==> src/logic/biu_write_pkg.sv <==
// Write channel package with bus widths, index field and packed channel payloads
package biu_write_pkg;

  // ==========================================================
  // Widths
  // ==========================================================
  localparam int paddr_w   = 40;
  localparam int axi_id_w  = 8;
  localparam int axi_len_w = 8;
  localparam int data_w    = 128;
  localparam int strb_w    = 16;

  // Address bits compared by each write table entry
  localparam int idx_lsb = 4;
  localparam int idx_msb = 13;
  localparam int idx_w   = idx_msb - idx_lsb + 1;

  // ==========================================================
  // Payload types
  // ==========================================================
  // Core-side write request, short length field
  typedef struct packed {
    logic [paddr_w-1:0] addr;
    logic [2:0]         size;
    logic [1:0]         len;
    logic [1:0]         burst;
    logic [3:0]         cache;
    logic [2:0]         prot;
    logic               lock;
  } aw_req_t;

  // Pad-side address with full AXI length and ID
  typedef struct packed {
    logic [paddr_w-1:0]   addr;
    logic [2:0]           size;
    logic [axi_len_w-1:0] len;
    logic [1:0]           burst;
    logic [3:0]           cache;
    logic [2:0]           prot;
    logic                 lock;
    logic [axi_id_w-1:0]  id;
  } aw_pad_t;

  typedef struct packed {
    logic [data_w-1:0] data;
    logic [strb_w-1:0] strb;
    logic              last;
  } w_beat_t;

endpackage

==> src/logic/biu_skid_reg.sv <==
// One-entry valid/ready buffer between a core channel and its pad side
`timescale 1ns/1ps

module biu_skid_reg #(
  parameter type payload_t = logic
) (
  input  logic     biu_clk,
  input  logic     cpurst_b,
  input  logic     in_valid,
  input  payload_t in_data,
  output logic     in_ready,
  output logic     out_valid,
  output payload_t out_data,
  input  logic     out_ready
);

  logic buf_vld;
  logic accept;
  logic drain;

  // Room when empty, or when the held item leaves this cycle
  assign in_ready = !buf_vld || out_ready;
  assign accept   = in_valid && in_ready;
  assign drain    = buf_vld && out_ready;

  always_ff @(posedge biu_clk or negedge cpurst_b)
  begin
    if (!cpurst_b)
      buf_vld <= 1'b0;
    else if (accept)
      buf_vld <= 1'b1;
    else if (drain)
      buf_vld <= 1'b0;
  end

  always_ff @(posedge biu_clk or negedge cpurst_b)
  begin
    if (!cpurst_b)
      out_data <= '0;
    else if (accept)
      out_data <= in_data;
  end

  assign out_valid = buf_vld;

endmodule

==> src/logic/biu_wt_entry.sv <==
// Single outstanding-write record with index and ordering hazard compares
`timescale 1ns/1ps

module biu_wt_entry (
  input  logic                            biu_clk,
  input  logic                            cpurst_b,
  input  logic                            create_en,
  input  logic [biu_write_pkg::idx_w-1:0] create_idx,
  input  logic                            create_so,
  input  logic                            release_en,
  input  logic [biu_write_pkg::idx_w-1:0] ar_idx,
  input  logic                            ar_so,
  input  logic [biu_write_pkg::idx_w-1:0] aw_idx,
  input  logic                            aw_so,
  output logic                            entry_vld,
  output logic                            ar_hit,
  output logic                            aw_hit
);

  logic [biu_write_pkg::idx_w-1:0] entry_idx;
  logic                            entry_so;

  // ==========================================================
  // Entry state
  // ==========================================================
  // Create wins over a release aimed at the same slot
  always_ff @(posedge biu_clk or negedge cpurst_b)
  begin
    if (!cpurst_b)
      entry_vld <= 1'b0;
    else if (create_en)
      entry_vld <= 1'b1;
    else if (release_en)
      entry_vld <= 1'b0;
  end

  always_ff @(posedge biu_clk)
  begin
    if (create_en)
    begin
      entry_idx <= create_idx;
      entry_so  <= create_so;
    end
  end

  // ==========================================================
  // Hazard compares
  // ==========================================================
  // Same index bits, or strongly ordered on both sides
  assign ar_hit = entry_vld && ((entry_idx == ar_idx) || (entry_so && ar_so));
  assign aw_hit = entry_vld && ((entry_idx == aw_idx) || (entry_so && aw_so));

endmodule

==> src/logic/biu_write_table.sv <==
// Outstanding write table with rotating create pointer and B-driven release
`timescale 1ns/1ps

module biu_write_table #(
  parameter int wt_depth = 16
) (
  input  logic                                biu_clk,
  input  logic                                cpurst_b,
  input  logic                                create_en,
  input  biu_write_pkg::aw_req_t              create_req,
  output logic [biu_write_pkg::axi_id_w-1:0]  create_id,
  input  logic [biu_write_pkg::paddr_w-1:0]   ar_addr,
  input  logic [3:0]                          ar_cache,
  input  logic                                b_valid,
  input  logic [biu_write_pkg::axi_id_w-1:0]  b_id,
  output logic                                full,
  output logic                                ar_hazard,
  output logic                                aw_hazard,
  output logic                                idle
);

  localparam int ptr_w = $clog2(wt_depth);

  logic [ptr_w-1:0]                create_ptr;
  logic                            rel_vld;
  logic [ptr_w-1:0]                rel_id;
  logic [wt_depth-1:0]             entry_vld;
  logic [wt_depth-1:0]             ar_hit;
  logic [wt_depth-1:0]             aw_hit;
  logic [biu_write_pkg::idx_w-1:0] ar_idx;
  logic [biu_write_pkg::idx_w-1:0] aw_idx;
  logic                            ar_so;
  logic                            aw_so;

  // ==========================================================
  // Create pointer
  // ==========================================================
  always_ff @(posedge biu_clk or negedge cpurst_b)
  begin
    if (!cpurst_b)
      create_ptr <= '0;
    else if (create_en)
      create_ptr <= create_ptr + 1'b1;
  end

  assign create_id = biu_write_pkg::axi_id_w'(create_ptr);

  // Next slot still busy
  assign full = entry_vld[create_ptr];

  // ==========================================================
  // B release register
  // ==========================================================
  // One cycle between the response and the entry clearing
  always_ff @(posedge biu_clk or negedge cpurst_b)
  begin
    if (!cpurst_b)
    begin
      rel_vld <= 1'b0;
      rel_id  <= '0;
    end
    else
    begin
      rel_vld <= b_valid;
      if (b_valid)
        rel_id <= b_id[ptr_w-1:0];
    end
  end

  // Compare fields; cache bit 1 clear marks strongly ordered
  assign ar_idx = ar_addr[biu_write_pkg::idx_msb:biu_write_pkg::idx_lsb];
  assign aw_idx = create_req.addr[biu_write_pkg::idx_msb:biu_write_pkg::idx_lsb];
  assign ar_so  = !ar_cache[1];
  assign aw_so  = !create_req.cache[1];

  // ==========================================================
  // Entry array
  // ==========================================================
  for (genvar i = 0; i < wt_depth; i++)
  begin : g_entry
    biu_wt_entry u_entry (
      .biu_clk    (biu_clk),
      .cpurst_b   (cpurst_b),
      .create_en  (create_en && (create_ptr == ptr_w'(i))),
      .create_idx (aw_idx),
      .create_so  (aw_so),
      .release_en (rel_vld && (rel_id == ptr_w'(i))),
      .ar_idx     (ar_idx),
      .ar_so      (ar_so),
      .aw_idx     (aw_idx),
      .aw_so      (aw_so),
      .entry_vld  (entry_vld[i]),
      .ar_hit     (ar_hit[i]),
      .aw_hit     (aw_hit[i])
    );
  end

  assign ar_hazard = |ar_hit;
  assign aw_hazard = |aw_hit;
  assign idle      = ~|entry_vld;

endmodule

==> src/logic/biu_write_channel.sv <==
// AXI write side of the bus interface unit joining AW, W and B with the write table
`timescale 1ns/1ps

module biu_write_channel #(
  parameter int wt_depth = 16
) (
  input  logic                                biu_clk,
  input  logic                                cpurst_b,
  // Core AW
  input  logic                                aw_valid,
  input  biu_write_pkg::aw_req_t              aw_req,
  output logic                                aw_ready,
  // Core W
  input  logic                                w_valid,
  input  biu_write_pkg::w_beat_t              w_beat,
  output logic                                w_ready,
  // Incoming read for hazard check
  input  logic [biu_write_pkg::paddr_w-1:0]   ar_addr,
  input  logic [3:0]                          ar_cache,
  // Pad AW
  output logic                                pad_aw_valid,
  output biu_write_pkg::aw_pad_t              pad_aw,
  input  logic                                pad_aw_ready,
  // Pad W
  output logic                                pad_w_valid,
  output biu_write_pkg::w_beat_t              pad_w,
  input  logic                                pad_w_ready,
  // Pad B
  input  logic                                pad_b_valid,
  input  logic [biu_write_pkg::axi_id_w-1:0]  pad_b_id,
  input  logic [1:0]                          pad_b_resp,
  output logic                                pad_b_ready,
  // Table status
  output logic                                ar_hazard,
  output logic                                aw_hazard,
  output logic                                wt_idle
);

  biu_write_pkg::aw_pad_t                aw_pad_in;
  logic [biu_write_pkg::axi_id_w-1:0]    create_id;
  logic                                  wt_full;
  logic                                  aw_buf_ready;
  logic                                  aw_create_en;

  // ==========================================================
  // AW channel
  // ==========================================================
  // No new write while the slot under the pointer is in use
  assign aw_ready     = aw_buf_ready && !wt_full;
  assign aw_create_en = aw_valid && aw_ready;

  // Pad form of the request, tagged with the table slot
  always_comb
  begin
    aw_pad_in.addr  = aw_req.addr;
    aw_pad_in.size  = aw_req.size;
    aw_pad_in.len   = biu_write_pkg::axi_len_w'(aw_req.len);
    aw_pad_in.burst = aw_req.burst;
    aw_pad_in.cache = aw_req.cache;
    aw_pad_in.prot  = aw_req.prot;
    aw_pad_in.lock  = aw_req.lock;
    aw_pad_in.id    = create_id;
  end

  biu_skid_reg #(
    .payload_t (biu_write_pkg::aw_pad_t)
  ) u_aw_buf (
    .biu_clk   (biu_clk),
    .cpurst_b  (cpurst_b),
    .in_valid  (aw_valid && !wt_full),
    .in_data   (aw_pad_in),
    .in_ready  (aw_buf_ready),
    .out_valid (pad_aw_valid),
    .out_data  (pad_aw),
    .out_ready (pad_aw_ready)
  );

  // ==========================================================
  // W channel
  // ==========================================================
  biu_skid_reg #(
    .payload_t (biu_write_pkg::w_beat_t)
  ) u_w_buf (
    .biu_clk   (biu_clk),
    .cpurst_b  (cpurst_b),
    .in_valid  (w_valid),
    .in_data   (w_beat),
    .in_ready  (w_ready),
    .out_valid (pad_w_valid),
    .out_data  (pad_w),
    .out_ready (pad_w_ready)
  );

  // ==========================================================
  // B channel and write table
  // ==========================================================
  // Always ready; pad_b_resp carries no action here
  assign pad_b_ready = 1'b1;

  biu_write_table #(
    .wt_depth (wt_depth)
  ) u_write_table (
    .biu_clk    (biu_clk),
    .cpurst_b   (cpurst_b),
    .create_en  (aw_create_en),
    .create_req (aw_req),
    .create_id  (create_id),
    .ar_addr    (ar_addr),
    .ar_cache   (ar_cache),
    .b_valid    (pad_b_valid),
    .b_id       (pad_b_id),
    .full       (wt_full),
    .ar_hazard  (ar_hazard),
    .aw_hazard  (aw_hazard),
    .idle       (wt_idle)
  );

endmodule

==> config.mk <==
export PLATFORM = sky130hd
export DESIGN_NAME = biu_write_channel
export DESIGN_NICKNAME = d
export VERILOG_FILES = /design/src/logic/biu_write_pkg.sv /design/src/logic/biu_skid_reg.sv /design/src/logic/biu_wt_entry.sv /design/src/logic/biu_write_table.sv /design/src/logic/biu_write_channel.sv
export SDC_FILE = /design/constraint.sdc
export NUM_CORES = 1
export LEC_CHECK = 0
export BUFFER_PORTS_ARGS = -buffer_cell sky130_fd_sc_hd__buf_4
export CELL_PAD_IN_SITES_DETAIL_PLACEMENT = 1
export CELL_PAD_IN_SITES_GLOBAL_PLACEMENT = 2
export CORE_MARGIN = 1
export CORE_UTILIZATION = 30
export CTS_BUF_LIST = sky130_fd_sc_hd__clkbuf_16
export DETAILED_ROUTE_END_ITERATION = 10
export GPL_ROUTABILITY_DRIVEN = 0
export PLACE_DENSITY_LB_ADDON = 0.1
export SYNTH_ARGS = -nofsm -noshare
export SYNTH_HDL_FRONTEND = slang
export SYNTH_SLANG_ARGS = --single-unit
==> constraint.sdc <==
create_clock -name biu_clk -period 3 [get_ports biu_clk]
set_input_delay 0.45 -clock biu_clk [delete_from_list [all_inputs] [get_ports biu_clk]]
set_output_delay 0.45 -clock biu_clk [all_outputs]
set_load 0.05 [all_outputs]
# == Word-level counts from Yosys, hierarchy flattened ==
# Cells that the tools add are included.
# totals
reg_bits,407
in_bits,261
output_inout_bits,222
# classes
add_sub_neg,1
n_lt_le_gt_ge,1
eq_ne,62
n_mux,38
reduce_logical,166
# ops
cell,count
$eq A10 B10 Y1,32
$logic_and A1 B1 Y1,103
$eq A4 B4 Y1 const B,16
$reduce_or A16 Y1,3
$mux W1,37
$reduce_bool A2 Y1,18
$logic_or A1 B1 Y1,34
$eq A4 B3 Y1 const B,8
$eq A4 B2 Y1 const B,4
$eq A4 B1 Y1 const B,2
$logic_not A4 Y1,2
$logic_not A1 Y1,6
$lt A4 B5 Y1 const B,1
$add A4 B1 Y4 const B,1
$bmux W1 S4,1

# == Logic depth before layout (Yosys ltp) ==
# Gate-level depths: netlist (run 1).
# logic_depth
ltp_word,7
mapped_depth,8
depth_no_buf,6

# == Modules after synthesis ==
# Synthesis (run 1) repeated with hierarchy kept, for this count alone.
# hier_totals
hier_cells,1277
hier_area_um2,18824.3
# modules_own_cells
module,instances,cells_each,area_per_inst_um2,seq_area_each_um2
biu_wt_entry,16,44,601.8,355.3
biu_skid_reg at u_w_buf,1,309,5617.9,3653.5
biu_skid_reg at u_aw_buf,1,149,2645.0,1751.7
biu_write_table,1,109,895.9,225.2
biu_write_channel,1,6,36.3,0.0

# == Worst setup path after synthesis (run 1) ==
# No wires, ideal clock.
# synth_timing
path_type,register to register
start,reg u_write_table.create_ptr[1]
end,"reg u_write_table.g_entry[10].u_entry.entry_idx[0] (netlist name), enable pin"
setup_time_ns,0.378
t_arrival_ns,2.344
required_time_ns,2.622
setup_slack_ns,0.278
stages_incl_launch_ff,8
n_path_buf,1
synth_period_minus_slack_ns,2.722
cell_sequence,dfrtp_1 > buf_2 > mux4_2 > mux2i_1 > mux2i_1 > nor2b_1 > nand2_1 > nor2_1
# synth_via
elab_chain_cells,6
elab_cells_between_ends,7
classes_between,eq/ne (1); mux (2); reduce/logical (4)
# synth_rtl
element,line,source
"start, declared",biu_write_table.sv:24,logic [ptr_w-1:0] create_ptr;
"start signal, assigned",biu_write_table.sv:43,create_ptr <= create_ptr + 1'b1;
$bmux W1 S4,biu_write_table.sv:49,assign full = entry_vld[create_ptr];
$mux W1 (not written as such),biu_write_table.sv:49,
$logic_not A1 Y1,biu_write_channel.sv:49,assign aw_ready = aw_buf_ready && !wt_full;
$logic_and A1 B1 Y1,biu_write_channel.sv:49,
$logic_and A1 B1 Y1,biu_write_channel.sv:50,assign aw_create_en = aw_valid && aw_ready;
$logic_and A1 B1 Y1 (*),biu_write_table.sv:84,".create_en (create_en && (create_ptr == ptr_w'(i))),"
named net u_write_table.g_entry[10].u_entry.create_en,biu_wt_entry.sv:7,"input logic create_en,"
"end signal, assigned",biu_wt_entry.sv:41,entry_idx <= create_idx;
"end, declared",biu_wt_entry.sv:20,logic [biu_write_pkg::idx_w-1:0] entry_idx;
# The timed path passes the listed nets; every way through them passes the cells marked *. The select of a mux whose other input is x is not followed.
# A chain may end at the register's enable or synchronous reset.

# == Worst setup path in the final report (run 1) ==
# layout_timing
start,reg u_write_table.g_entry[15].u_entry.entry_vld
end,out aw_hazard
# layout_via
elab_chain_cells,2
# layout_rtl
element,line,source
"start, declared",biu_wt_entry.sv:15,"output logic entry_vld,"
"start signal, assigned",biu_wt_entry.sv:30,entry_vld <= 1'b0;
"start signal, assigned",biu_wt_entry.sv:32,entry_vld <= 1'b1;
"start signal, assigned",biu_wt_entry.sv:34,entry_vld <= 1'b0;
$logic_and A1 B1 Y1,biu_wt_entry.sv:51,assign aw_hit = entry_vld && ((entry_idx == aw_idx) || (entry_so && aw_so));
$reduce_or A16 Y1,biu_write_table.sv:99,assign aw_hazard = |aw_hit;
"end, declared",biu_write_channel.sv:35,"output logic aw_hazard,"
# No other way between the ends.

==> results.md, run 1 <==
* Fill cells at 6160
* Failing checks: DRC
* Endpoint class of the critical path: output port
* Worst Path Required at 2.55 ns
* First-pass DRT Iterations at 10
* # port buffers at 432
* Yosys cell types at 39
* Final hold viol count at 0
* Critical Path Source Type: flop
* Multi-input gate area at 0.00679 mm^2
* Crit path max fanout at 3
* Reg clk slew, reported paths at 0.06 ns
* Internal power at 12700 uW
* Root Buffer: clkbuf_16
* Net Sw Frac at 0.388
* Die height at 248 um
* TNS Setup at 0 ns
* Worst slew pin tran at 0.723 ns
* DP Area at 0.0228 mm^2
* Clock H-tree levels at 2
* Register Area at 0.0111 mm^2
* Status: finished with violations
* Slew margin rel. at 0.518
* Synth area leader: dfrtp_1
* Routed length per instance at 24.2 um
* Layout Cells excl Fill at 2587
* Crit. Startpoint: u_write_table.g_entry[15].u_entry.entry_vld$_DFFE_PN0P_
* Area Growth Syn to Fin at 35.3%
* I/O pins at 483
* Final setup fails at 0
* Initial Utilization at 0.305
* Clock buffer depth at 3
* Min Tclk post-route at 2.93 ns
* Via count at 12200
* Dpl cells at 2495
* RR Startpoint: u_write_table.g_entry[15].u_entry.entry_vld$_DFFE_PN0P_
* Comb power frac at 0.367
* Global-route wire length before repair at 91400 um
* Layout cells sized above 1 at 0.344
* Slew Viols, Final at 0
* Initial antenna violation count at 3
* CP Data Arrival Time at 2.48 ns
* Hold/Removal Path Class: input port to flop
* Post-synthesis register bit count at 407
* Inserted Clock Buffers at 50
* First DRT Iteration DRCs at 428
* Core Footprint at 0.0594 mm^2
* Vias per inst at 4.72
* DIE AREA at 0.0613 mm^2
* DP Wirelength at 46500 um
* Total power divided by cell area at 845 mW/mm^2
* Hold path startpoint: w_beat[135]
* Gate Count Post-Synth at 1259
* Clock Skews at 0.0264 ns
* F_max at 0.341 GHz
* FP Rows at 89
* Clock group share of total power at 0.269
* Top-area cell type share of the netlist area at 0.319
* Largest net degree at the start of global routing at 86
* DRT antenna net count at 0
* Leakage at 0.00974 uW
* NetSw at 8020 uW
* RSZ-0062 raised after global routing: yes
* Drt drc at 2
* Final WL at 62600 um
* Worst reg-to-reg path cell count at 8
* Global route overflow at 0
* GR Util All Layers at 0.205
* Chip width at 248 um
* Fin nets at 2045
* Pre-CTS setup slack at 0.0687 ns
* Pwr Total at 20700 uW
* Critical path type: flop to output port
* VDD IR max at 0.449 mV
* Sink Count at 407
* Max-Cap Viols at 0
* TritonCTS clock tree: done
* Worst Hold Path Cells at 2
* Post-synthesis sequential area ratio at 0.611
* Top cells by area, synth: dfrtp_1, edfxtp_1, xnor2_1
* Finished Cell Area at 0.0245 mm^2
* Syn Area/Cell at 14.4 um^2
* Final period util at 0.977
* Vias in the first global route at 13600
* Worst skew pair latency at 0.60 ns
* Fin worst setup slack at 0.0681 ns
* Reg power frac at 0.364
* Ys Warns at 0
* Mapped cell area at 0.0181 mm^2
[worst max-delay path: stages (launching register included)]
cell	delay [ns]
dfrtp_1	0.40
buf_6	0.15
a22o_1	0.24
a221oi_2	0.17
and4_4	0.31
nor2_4	0.05
nor3_4	0.19
nand4_1	0.16
buf_6	0.21
[path summary, 6_finish.rpt]
check / end / slack [ns]
min in group asynchronous: u_aw_buf.out_data[48]$_DFFE_PN0P_ / 0.48
max in group asynchronous: u_w_buf.out_data[99]$_DFFE_PN0P_ / 1.67
min: u_w_buf.out_data[135]$_DFFE_PN0P_ / 0.06
max: aw_hazard / 0.07
max reg2reg: u_write_table.g_entry[12].u_entry.entry_idx[0]$_DFFE_PP_ / 0.11
min reg2reg: u_aw_buf.out_data[63]$_DFFE_PN0P_ / 0.48
[Yosys cell counts]
master / count
nor3_1: 19
buf_1: 4
ha_1: 4
o21ai_1: 18
buf_4: 17
o22ai_1: 6
conb_1: 2
nand2b_1: 6
nand4_1: 65
a41oi_1: 1
xnor2_1: 266
nor2_4: 1
nor2_1: 22
a22o_1: 4
nand3b_1: 2
mux2i_1: 3
dfrtp_1: 231
nand2_1: 11
o31ai_1: 4
inv_1: 2
a221oi_1: 4
buf_2: 21
a31oi_1: 1
clkbuf_1: 34
nor4_1: 21
mux2_1: 203
mux4_2: 4
and4_1: 2
or4_1: 1
or3b_2: 1
xor2_1: 57
mux2_2: 4
nand3_1: 22
inv_2: 1
or3_1: 3
a21oi_1: 1
edfxtp_1: 176
o21ai_0: 13
nor2b_1: 2
[routing by layer]
metal | share of wire | routed length [um] | vias to the layer above | GRT usage
met5 | 0.00048 | 30 | - | 0
met1 | 0.40 | 24800 | 6237 | 0.249
li1 | - | - | 5519 | -
met2 | 0.50 | 31000 | 352 | 0.344
met3 | 0.082 | 5140 | 87 | 0.0662
met4 | 0.024 | 1510 | 4 | 0.0619
[flip-flops by register name, summed over array words and instances (netlist names)]
name                                     cells
u_aw_buf.out_data                           59
u_aw_buf.out_valid                           1
u_w_buf.out_data                           145
u_w_buf.out_valid                            1
u_write_table.create_ptr                     4
u_write_table.g_entry.u_entry.entry_idx    160
u_write_table.g_entry.u_entry.entry_so      16
u_write_table.g_entry.u_entry.entry_vld     16
u_write_table.rel_id                         4
u_write_table.rel_vld                        1
[repair_timing]
item | in CTS | in global routing
endpoints found under the setup margin | 2 | 131
resized for setup | 15 | 15
pin swaps | 4 | 4
hold buffers | 2 | 0
buffers inserted | 3 | 1
hold endpoints to repair | 80 | 0
[cell usage in the layout, fill, tap and decap left out, drive strengths merged]
cell / instances
ha: 4
xor2: 57
nor2b: 2
conb: 11
diode: 1
or4: 1
o21ai: 31
mux2: 207
mux2i: 3
nand4: 65
mux4: 4
or3b: 1
edfxtp: 176
nor2: 23
o31ai: 4
a221oi: 4
dfrtp: 231
nand3b: 2
xnor2: 266
clkinv: 15
nand3: 22
and4: 2
or3: 3
buf: 534
a41oi: 1
nand2: 11
dlygate4sd3: 2
o22ai: 6
a22o: 4
nor4: 21
inv: 19
clkbuf: 54
a31oi: 1
nor3: 19
nand2b: 6
a21oi: 1
[cell families (layout without fill, tap and decap cells)]
logic type               Yosys count  in the layout  synth area share
AO/OA/AOI/OAI                     52             52            0.0173
XOR/XNOR                         323            323             0.156
adder cells (fa/ha/maj)            4              4           0.00277
buffers and inverters             79            624            0.0214
flip-flops                       407            407             0.611
multiplexers                     214            214             0.135
other                              2             12          0.000415
AND/OR/NAND/NOR                  178            178            0.0550
[stage by stage]
step | utilization | hold slack [ns]
4_1_cts | 0.411 | 0.0219
2_1_floorplan | - | 0.154
3_5_place_dp | 0.385 | 0.476
6_report | 0.413 | 0.0599
5_1_grt | 0.413 | 0.0377
3_3_place_gp | 0.385 | 0.471
[layout make-up]
type                    instances  share of cell area
flip-flops and latches        407               0.452
repair buffers                536               0.170
clock inverters                31             0.00506
clock buffers                  54              0.0552
diodes                          1            0.000102
inverters                       3            0.000460
well taps                     773              0.0395
multi-input cells             782               0.277
[power by group through the flow]
stage / clock, uW / sequential [uW] / combinational (uW)
finish: 5570 / 7530 / 7590
global route: 5940 / 7680 / 8010
CTS: 5760 / 7550 / 7630
detailed placement: 0 / 7640 / 7550
global placement: 0 / 7600 / 7520
floorplan: 0 / 10000 / 2210
Power figures use the tool's default switching activity.
==> inputs of run 2 (changes only) <==
--- a/config.mk
+++ b/config.mk
@@ -5,15 +5,16 @@
 export SDC_FILE = /design/constraint.sdc
 export NUM_CORES = 1
 export LEC_CHECK = 0
-export BUFFER_PORTS_ARGS = -buffer_cell sky130_fd_sc_hd__buf_4
 export CELL_PAD_IN_SITES_DETAIL_PLACEMENT = 1
 export CELL_PAD_IN_SITES_GLOBAL_PLACEMENT = 2
 export CORE_MARGIN = 1
 export CORE_UTILIZATION = 30
 export CTS_BUF_LIST = sky130_fd_sc_hd__clkbuf_16
 export DETAILED_ROUTE_END_ITERATION = 10
+export DONT_BUFFER_PORTS = 1
 export GPL_ROUTABILITY_DRIVEN = 0
 export PLACE_DENSITY_LB_ADDON = 0.1
+export SETUP_SLACK_MARGIN = 0.1
 export SYNTH_ARGS = -nofsm -noshare
 export SYNTH_HDL_FRONTEND = slang
 export SYNTH_SLANG_ARGS = --single-unit
==> run 2 against run 1 <==
Net effect:
- clock-buffer cell count shrank 4
- the run ends with DRC, hold timing left
- combinational power shrank 52%
- total power shrank 5.1%
- register-to-register slack gained 0.19 ns
- clock skew shrank 0.0071 ns
- flip-flop and latch count is the same
- critical path depth is the same
- die area is the same
- critical endpoint is now ar_hazard
- sequential power grew 38%
- maximum frequency shrank 0.27%
- critical path type unchanged
- core utilization shrank 2.3 points
==> results.md, run 2 (synthesized netlist as in run 1, its figures left out) <==
* Final WL at 64200 um (+2.7%)
* Vias in the first global route at 12600 (-7.1%)
* FP Rows at 89 (unchanged)
* Slew margin rel. at 0.586 (+0.0679)
* Failing checks: DRC, hold timing
* Pwr Total at 19600 uW (-5.1%)
* Max reg flops at 160 (unchanged)
* RSZ-0062 raised after global routing: yes
* CP Cell Sequence: a22o_1 -> a221oi_2 -> and4_4 -> o22ai_2 -> nor4_2 -> buf_4 -> nand3_2 -> buf_6
* Buf/Inv on CP at 2 (unchanged)
* Sink Count at 407 (unchanged)
* Regs by FF count: u_write_table.g_entry.u_entry.entry_idx x160, u_w_buf.out_data x145, u_aw_buf.out_data x59
* Area Growth Syn to Fin at 27.7%
* Worst slew pin tran at 0.621 ns (-0.102 ns)
* Commonest cells after routing, fill and taps aside: xnor2_1, dfrtp_1, mux2_1
* Total power divided by cell area at 849 mW/mm^2 (+0.46%)
* Root Buffer: clkbuf_16
* Most flop-heavy register: u_write_table.g_entry.u_entry.entry_idx
* Chip width at 248 um (unchanged)
* F_max at 0.340 GHz (-0.27%)
* Die height at 248 um (unchanged)
* Hold/Removal Path Class: input port to async pin
* Global-route wire length before repair at 91800 um (+0.47%)
* Commonest non-fill, non-tap cell in the layout: xnor2_1
* DIE AREA at 0.0613 mm^2 (unchanged)
* # port buffers at 0 (-100%)
* Routed length per instance at 27.6 um (+14%)
* Worst Path Required at 2.55 ns (about the same)
* Status: finished with violations
* TritonCTS clock tree: done
* Final period util at 0.980 (+0.00260)
* I/O pins at 483 (unchanged)
* Initial antenna violation count at 4 (+1)
* Worst path slowest cell: edfxtp_1
* Max-Cap Viols at 0 (unchanged)
* First DRT Iteration DRCs at 523 (+22%)
* Fill cells at 6045 (-1.9%)
* Via count at 11400 (-6.8%)
* First-pass DRT Iterations at 9 (-1)
* Multi-input gate area at 0.00683 mm^2 (+0.55%)
* DRT antenna net count at 0 (unchanged)
* Largest stage delay on the critical path at 0.40 ns (about the same)
* Global route overflow at 0 (unchanged)
* GR Util All Layers at 0.209 (+0.00446)
* Endpoint class of the critical path: output port
* Fin nets at 1776 (-13%)
* Vias per inst at 4.89 (+3.7%)
* Critical Path Source Type: flop
* DP Wirelength at 37600 um (-19%)
* Largest net degree at the start of global routing at 232 (+170%)
* Crit path max fanout at 2 (-1)
* Register Area at 0.0111 mm^2 (about the same)
* Inserted Clock Buffers at 48 (-4.0%)
* Clock H-tree levels at 2 (unchanged)
* Leakage at 0.00838 uW (-14%)
* Drt drc at 2 (unchanged)
* Final setup fails at 0 (unchanged)
* Slew Viols, Final at 0 (unchanged)
* Worst skew pair latency at 0.60 ns (about the same)
* Clock buffer depth at 3 (unchanged)
* Critical path type: flop to output port
* Crit path max-delay family: simple AND/OR/NAND/NOR gates
* Layout Cells excl Fill at 2326 (-10%)
* Clock Skews at 0.0193 ns (-0.00706 ns)
* Reg clk slew, reported paths at 0.06 ns (about the same)
* Layout cells sized above 1 at 0.119 (-0.224)
* Initial Utilization at 0.305 (unchanged)
* Final hold viol count at 231 (+231)
* Hold buffers post-CTS at 206 (+204)
* Min Tclk post-route at 2.94 ns (+0.00780 ns)
* Dpl cells at 2015 (-19%)
* Fin Hold WS at -0.453 ns (-0.513 ns)
* VDD IR max at 0.459 mV (+2.1%)
* CP Data Arrival Time at 2.49 ns (about the same)
* Core Footprint at 0.0594 mm^2 (unchanged)
==> run 2: cell type report <==
class,count,share of cell area
Antenna cell,2,0.000216
Clock buffer,50,0.0541
Clock inverter,40,0.00958
Inverter,3,0.000487
Multi-Input combinational cell,782,0.295
Sequential cell,407,0.479
Tap cell,773,0.0418
Timing Repair Buffer,269,0.119
==> run 2: metrics by stage <==
stage | setup slack [ns] | util | area, um^2 | TNS (ns)
floorplan | 0.278 | - | 18100 | 0
global placement | 0.0864 | 0.324 | 19200 | 0
detailed placement | 0.0282 | 0.324 | 19200 | 0
CTS | 0.0121 | 0.388 | 23100 | 0
global route | -0.0333 | 0.390 | 23100 | -0.0333
finish | 0.0603 | 0.390 | 23100 | 0
==> run 2: worst register-to-register path, cell delays in order, from the launching register on <==
cell and delay, ns:
dfrtp_2 0.43, buf_4 0.15, mux4_2 0.48, mux2i_4 0.20, mux2i_2 0.12, nor2b_2 0.26, nand2_1 0.27, nor2_1 0.25
buf_4 0.23
==> run 2: final timing paths <==
kind	from	endpoint	slack [ns]	cells after the start
max reg2reg	u_write_table.g_entry[9].u_entry.entry_vld$_DFFE_PN0P_	u_write_table.g_entry[5].u_entry.entry_idx[5]$_DFFE_PP_	0.30	8
max in group asynchronous	cpurst_b	u_w_buf.out_data[50]$_DFFE_PN0P_	2.96	0
min in group biu_clk	aw_valid	u_aw_buf.out_data[2]$_DFFE_PN0P_	0.05	2
max	u_write_table.g_entry[12].u_entry.entry_so$_DFFE_PP_	ar_hazard	0.06	8
min reg2reg	u_write_table.g_entry[0].u_entry.entry_vld$_DFFE_PN0P_	u_write_table.g_entry[0].u_entry.entry_vld$_DFFE_PN0P_	0.59	2
min	cpurst_b	u_aw_buf.out_data[47]$_DFFE_PN0P_	-0.45	0
==> run 2: layer usage <==
layer	GRT usage	part of all wire
met1	0.272	0.43
met2	0.353	0.50
met3	0.0463	0.058
met4	0.0489	0.016
met5	0	0
==> run 2: power breakdown <==
| group | switching, uW | internal, uW |
|---|---|---|
| clock | 2440 | 3100 |
| sequential | 3580 | 6820 |
| combinational | 1740 | 1940 |
==> run 2: timing repair <==
action | 4_1_cts | 5_1_grt
setup buffers | 9 | 5
resized for setup | 31 | 9
pin swaps | 9 | 3
gates cloned | 0 | 0
endpoints found under the setup margin | 101 | 150
hold endpoints to repair | 597 | 231
==> inputs of run 3 (changes only) <==
--- a/config.mk
+++ b/config.mk
@@ -7,6 +7,7 @@
 export LEC_CHECK = 0
 export CELL_PAD_IN_SITES_DETAIL_PLACEMENT = 1
 export CELL_PAD_IN_SITES_GLOBAL_PLACEMENT = 2
+export CORE_ASPECT_RATIO = 1.5
 export CORE_MARGIN = 1
 export CORE_UTILIZATION = 30
 export CTS_BUF_LIST = sky130_fd_sc_hd__clkbuf_16
==> run 3 against run 2 <==
Net effect:
- the flow finishes with violations (hold timing)
- flip-flop and latch count unchanged
- register-to-register slack better by 0.03 ns
- design area down 0.77%
- critical path type unchanged
- critical endpoint unchanged
- largest power group unchanged
==> results.md, run 3 (synthesized netlist as in run 1, its figures left out) <==
* Crit path max fanout at 6 (+4)
* Largest net degree at the start of global routing at 232 (unchanged)
* Slew margin rel. at 0.566 (-0.0197)
* Reg clk slew, reported paths at 0.06 ns (about the same)
* Area Growth Syn to Fin at 26.8%
* F_max at 0.334 GHz (-1.9%)
* RR Startpoint: u_write_table.g_entry[2].u_entry.entry_vld$_DFFE_PN0P_
* Commonest cells after routing, fill and taps aside: xnor2_1, dfrtp_1, mux2_1
* Hold/Removal Path Class: input port to async pin
* Fin nets at 1763 (-0.73%)
* Critical path type: flop to output port
* TNS Setup at 0 ns (unchanged)
* DIE AREA at 0.0613 mm^2 (about the same)
* Clock Skews at 0.0216 ns (+0.00232 ns)
* FP Rows at 109 (+22%)
* RSZ-0062 raised after global routing: yes
* Core Footprint at 0.0593 mm^2 (about the same)
* Root Buffer: clkbuf_16
* Final hold viol count at 231 (unchanged)
* First DRT Iteration DRCs at 459 (-12%)
* Crit path max-delay family: simple AND/OR/NAND/NOR gates
* Inserted Clock Buffers at 44 (-8.3%)
* Die height at 303 um (+22%)
* Hold buffers post-CTS at 204 (-0.97%)
* Slew Viols, Final at 0 (unchanged)
* Sink Count at 407 (unchanged)
* I/O pins at 483 (unchanged)
* Leakage at 0.00828 uW (-1.2%)
* Initial antenna violation count at 12 (+8)
* Drt drc at 0 (-2)
* Worst slew pin tran at 0.651 ns (+0.0296 ns)
* Largest stage delay on the critical path at 0.47 ns (+0.07 ns)
* # port buffers at 0 (unchanged)
* Worst Path Required at 2.55 ns (about the same)
* Regs by FF count: u_write_table.g_entry.u_entry.entry_idx x160, u_w_buf.out_data x145, u_aw_buf.out_data x59
* DP Wirelength at 39300 um (+4.4%)
* TritonCTS clock tree: done
* Global-route wire length before repair at 92500 um (+0.74%)
* Max reg flops at 160 (unchanged)
* Min Tclk post-route at 3.00 ns (+0.0566 ns)
* Vias in the first global route at 13000 (+3.4%)
* Clock H-tree levels at 2 (unchanged)
* Fin Hold WS at -0.443 ns (+0.00997 ns)
* VDD IR max at 0.540 mV (+18%)
* Final period util at 0.999 (+0.0189)
* Via count at 11300 (-0.29%)
* Chip width at 203 um (-18%)
* CP Data Arrival Time at 2.55 ns (+0.06 ns)
* GR Util All Layers at 0.211 (+0.00168)
* Most flop-heavy register: u_write_table.g_entry.u_entry.entry_idx
* Worst path slowest cell: dfrtp_2
* Worst r2r dst: u_write_table.g_entry[1].u_entry.entry_idx[2]$_DFFE_PP_
* Fill cells at 6108 (+1.0%)
* First-pass DRT Iterations at 4 (-5)
* Endpoint class of the critical path: output port
* R2R Setup Slk at 0.33 ns (+0.03 ns)
* CP Cell Sequence: a22o_1 -> a221oi_1 -> and4_4 -> o22ai_4 -> nor4_4 -> buf_4 -> nand3_2 -> buf_6
* Commonest non-fill, non-tap cell in the layout: xnor2_1
* Global route overflow at 0 (unchanged)
* Initial Utilization at 0.305 (about the same)
* Total power divided by cell area at 838 mW/mm^2 (-1.2%)
* Vias per inst at 4.90 (+0.27%)
* Final WL at 64400 um (+0.19%)
* Worst reg-to-reg path cell count at 8 (unchanged)
* Max-Cap Viols at 0 (unchanged)
* Final setup fails at 0 (unchanged)
* Worst skew pair latency at 0.59 ns (about the same)
* Layout cells sized above 1 at 0.105 (-0.0142)
* Failing checks: hold timing
* Routed length per instance at 27.8 um (+0.75%)
* Critical Path Source Type: flop
* DRT antenna net count at 0 (unchanged)
* Clock buffer depth at 3 (unchanged)
* Buf/Inv on CP at 2 (unchanged)
* Status: finished with violations
[run 3: changes by cell type in the layout (fill, tap and decap cells not counted), moves of 3 or more]
cell,delta
o22ai_2,-3
clkinv_2,-3
nor4_2,-3
buf_4,-4
buf_12,-3
inv_2,-6
clkbuf_16,-4
[run 3: final cells by class]
cell class              count  area [um^2]  share of cell area
diodes                      4         10.0            0.000436
clock buffers              46         1150              0.0502
clock inverters            34          236              0.0103
inverters                   3         11.3            0.000491
multi-input cells         782         6840               0.298
flip-flops and latches    407        11100               0.483
well taps                 777          972              0.0424
repair buffers            260         2650               0.115
[run 3: through the flow]
| stage | area (um^2) | util | setup slack [ns] | total power [uW] | instances |
|---|---|---|---|---|---|
| floorplan | 18100 | - | 0.278 | 12200 | 1268 |
| global placement | 19100 | 0.323 | 0.0966 | 13400 | 2015 |
| detailed placement | 19100 | 0.323 | 0.0139 | 13500 | 2015 |
| CTS | 22800 | 0.384 | -0.0378 | 19300 | 2302 |
| global route | 22900 | 0.387 | -0.0859 | 20000 | 2310 |
| finish | 22900 | 0.387 | 0.00372 | 19200 | 2313 |
[run 3: repair_timing]
action / 4_1_cts / 5_1_grt
endpoints found under the hold margin: 592 / 231
endpoints found under the setup margin: 139 / 124
cloned: 0 / 0
setup buffers: 3 / 7
resized for setup: 25 / 16
pin swaps: 11 / 8
[run 3: worst max path at each step]
stage,from,to,slack (ns),cells after the start
after global placement,u_write_table.create_ptr[1]$_DFFE_PN0P_,u_write_table.g_entry[6].u_entry.entry_idx[0]$_DFFE_PP_,0.1,7
after detailed placement,u_write_table.create_ptr[1]$_DFFE_PN0P_,u_write_table.g_entry[4].u_entry.entry_idx[0]$_DFFE_PP_,0.01,7
after floorplan,u_write_table.create_ptr[1]$_DFFE_PN0P_,u_write_table.g_entry[10].u_entry.entry_idx[0]$_DFFE_PP_,0.28,7
after global routing,u_write_table.g_entry[15].u_entry.entry_vld$_DFFE_PN0P_,ar_hazard,-0.09,8
final,u_write_table.g_entry[0].u_entry.entry_vld$_DFFE_PN0P_,ar_hazard,0.004,8
after CTS,u_write_table.g_entry[3].u_entry.entry_idx[6]$_DFFE_PP_,aw_hazard,-0.04,7
[run 3: where the power goes]
part | leakage (uW) | switching [uW] | total, uW | internal [uW]
Combinational | 0.00325 | 1790 | 3640 | 1860
Clock | 0.000734 | 2330 | 5290 | 2950
Sequential | 0.00430 | 3490 | 10300 | 6820
[run 3: layer usage]
layer  track usage  up-vias  part of all wire
li1              -     4934                 -
met5             0        -           0.00033
met1         0.244     5892              0.39
met2         0.378      411              0.51
met4        0.0639        4             0.028
met3        0.0576       96             0.071
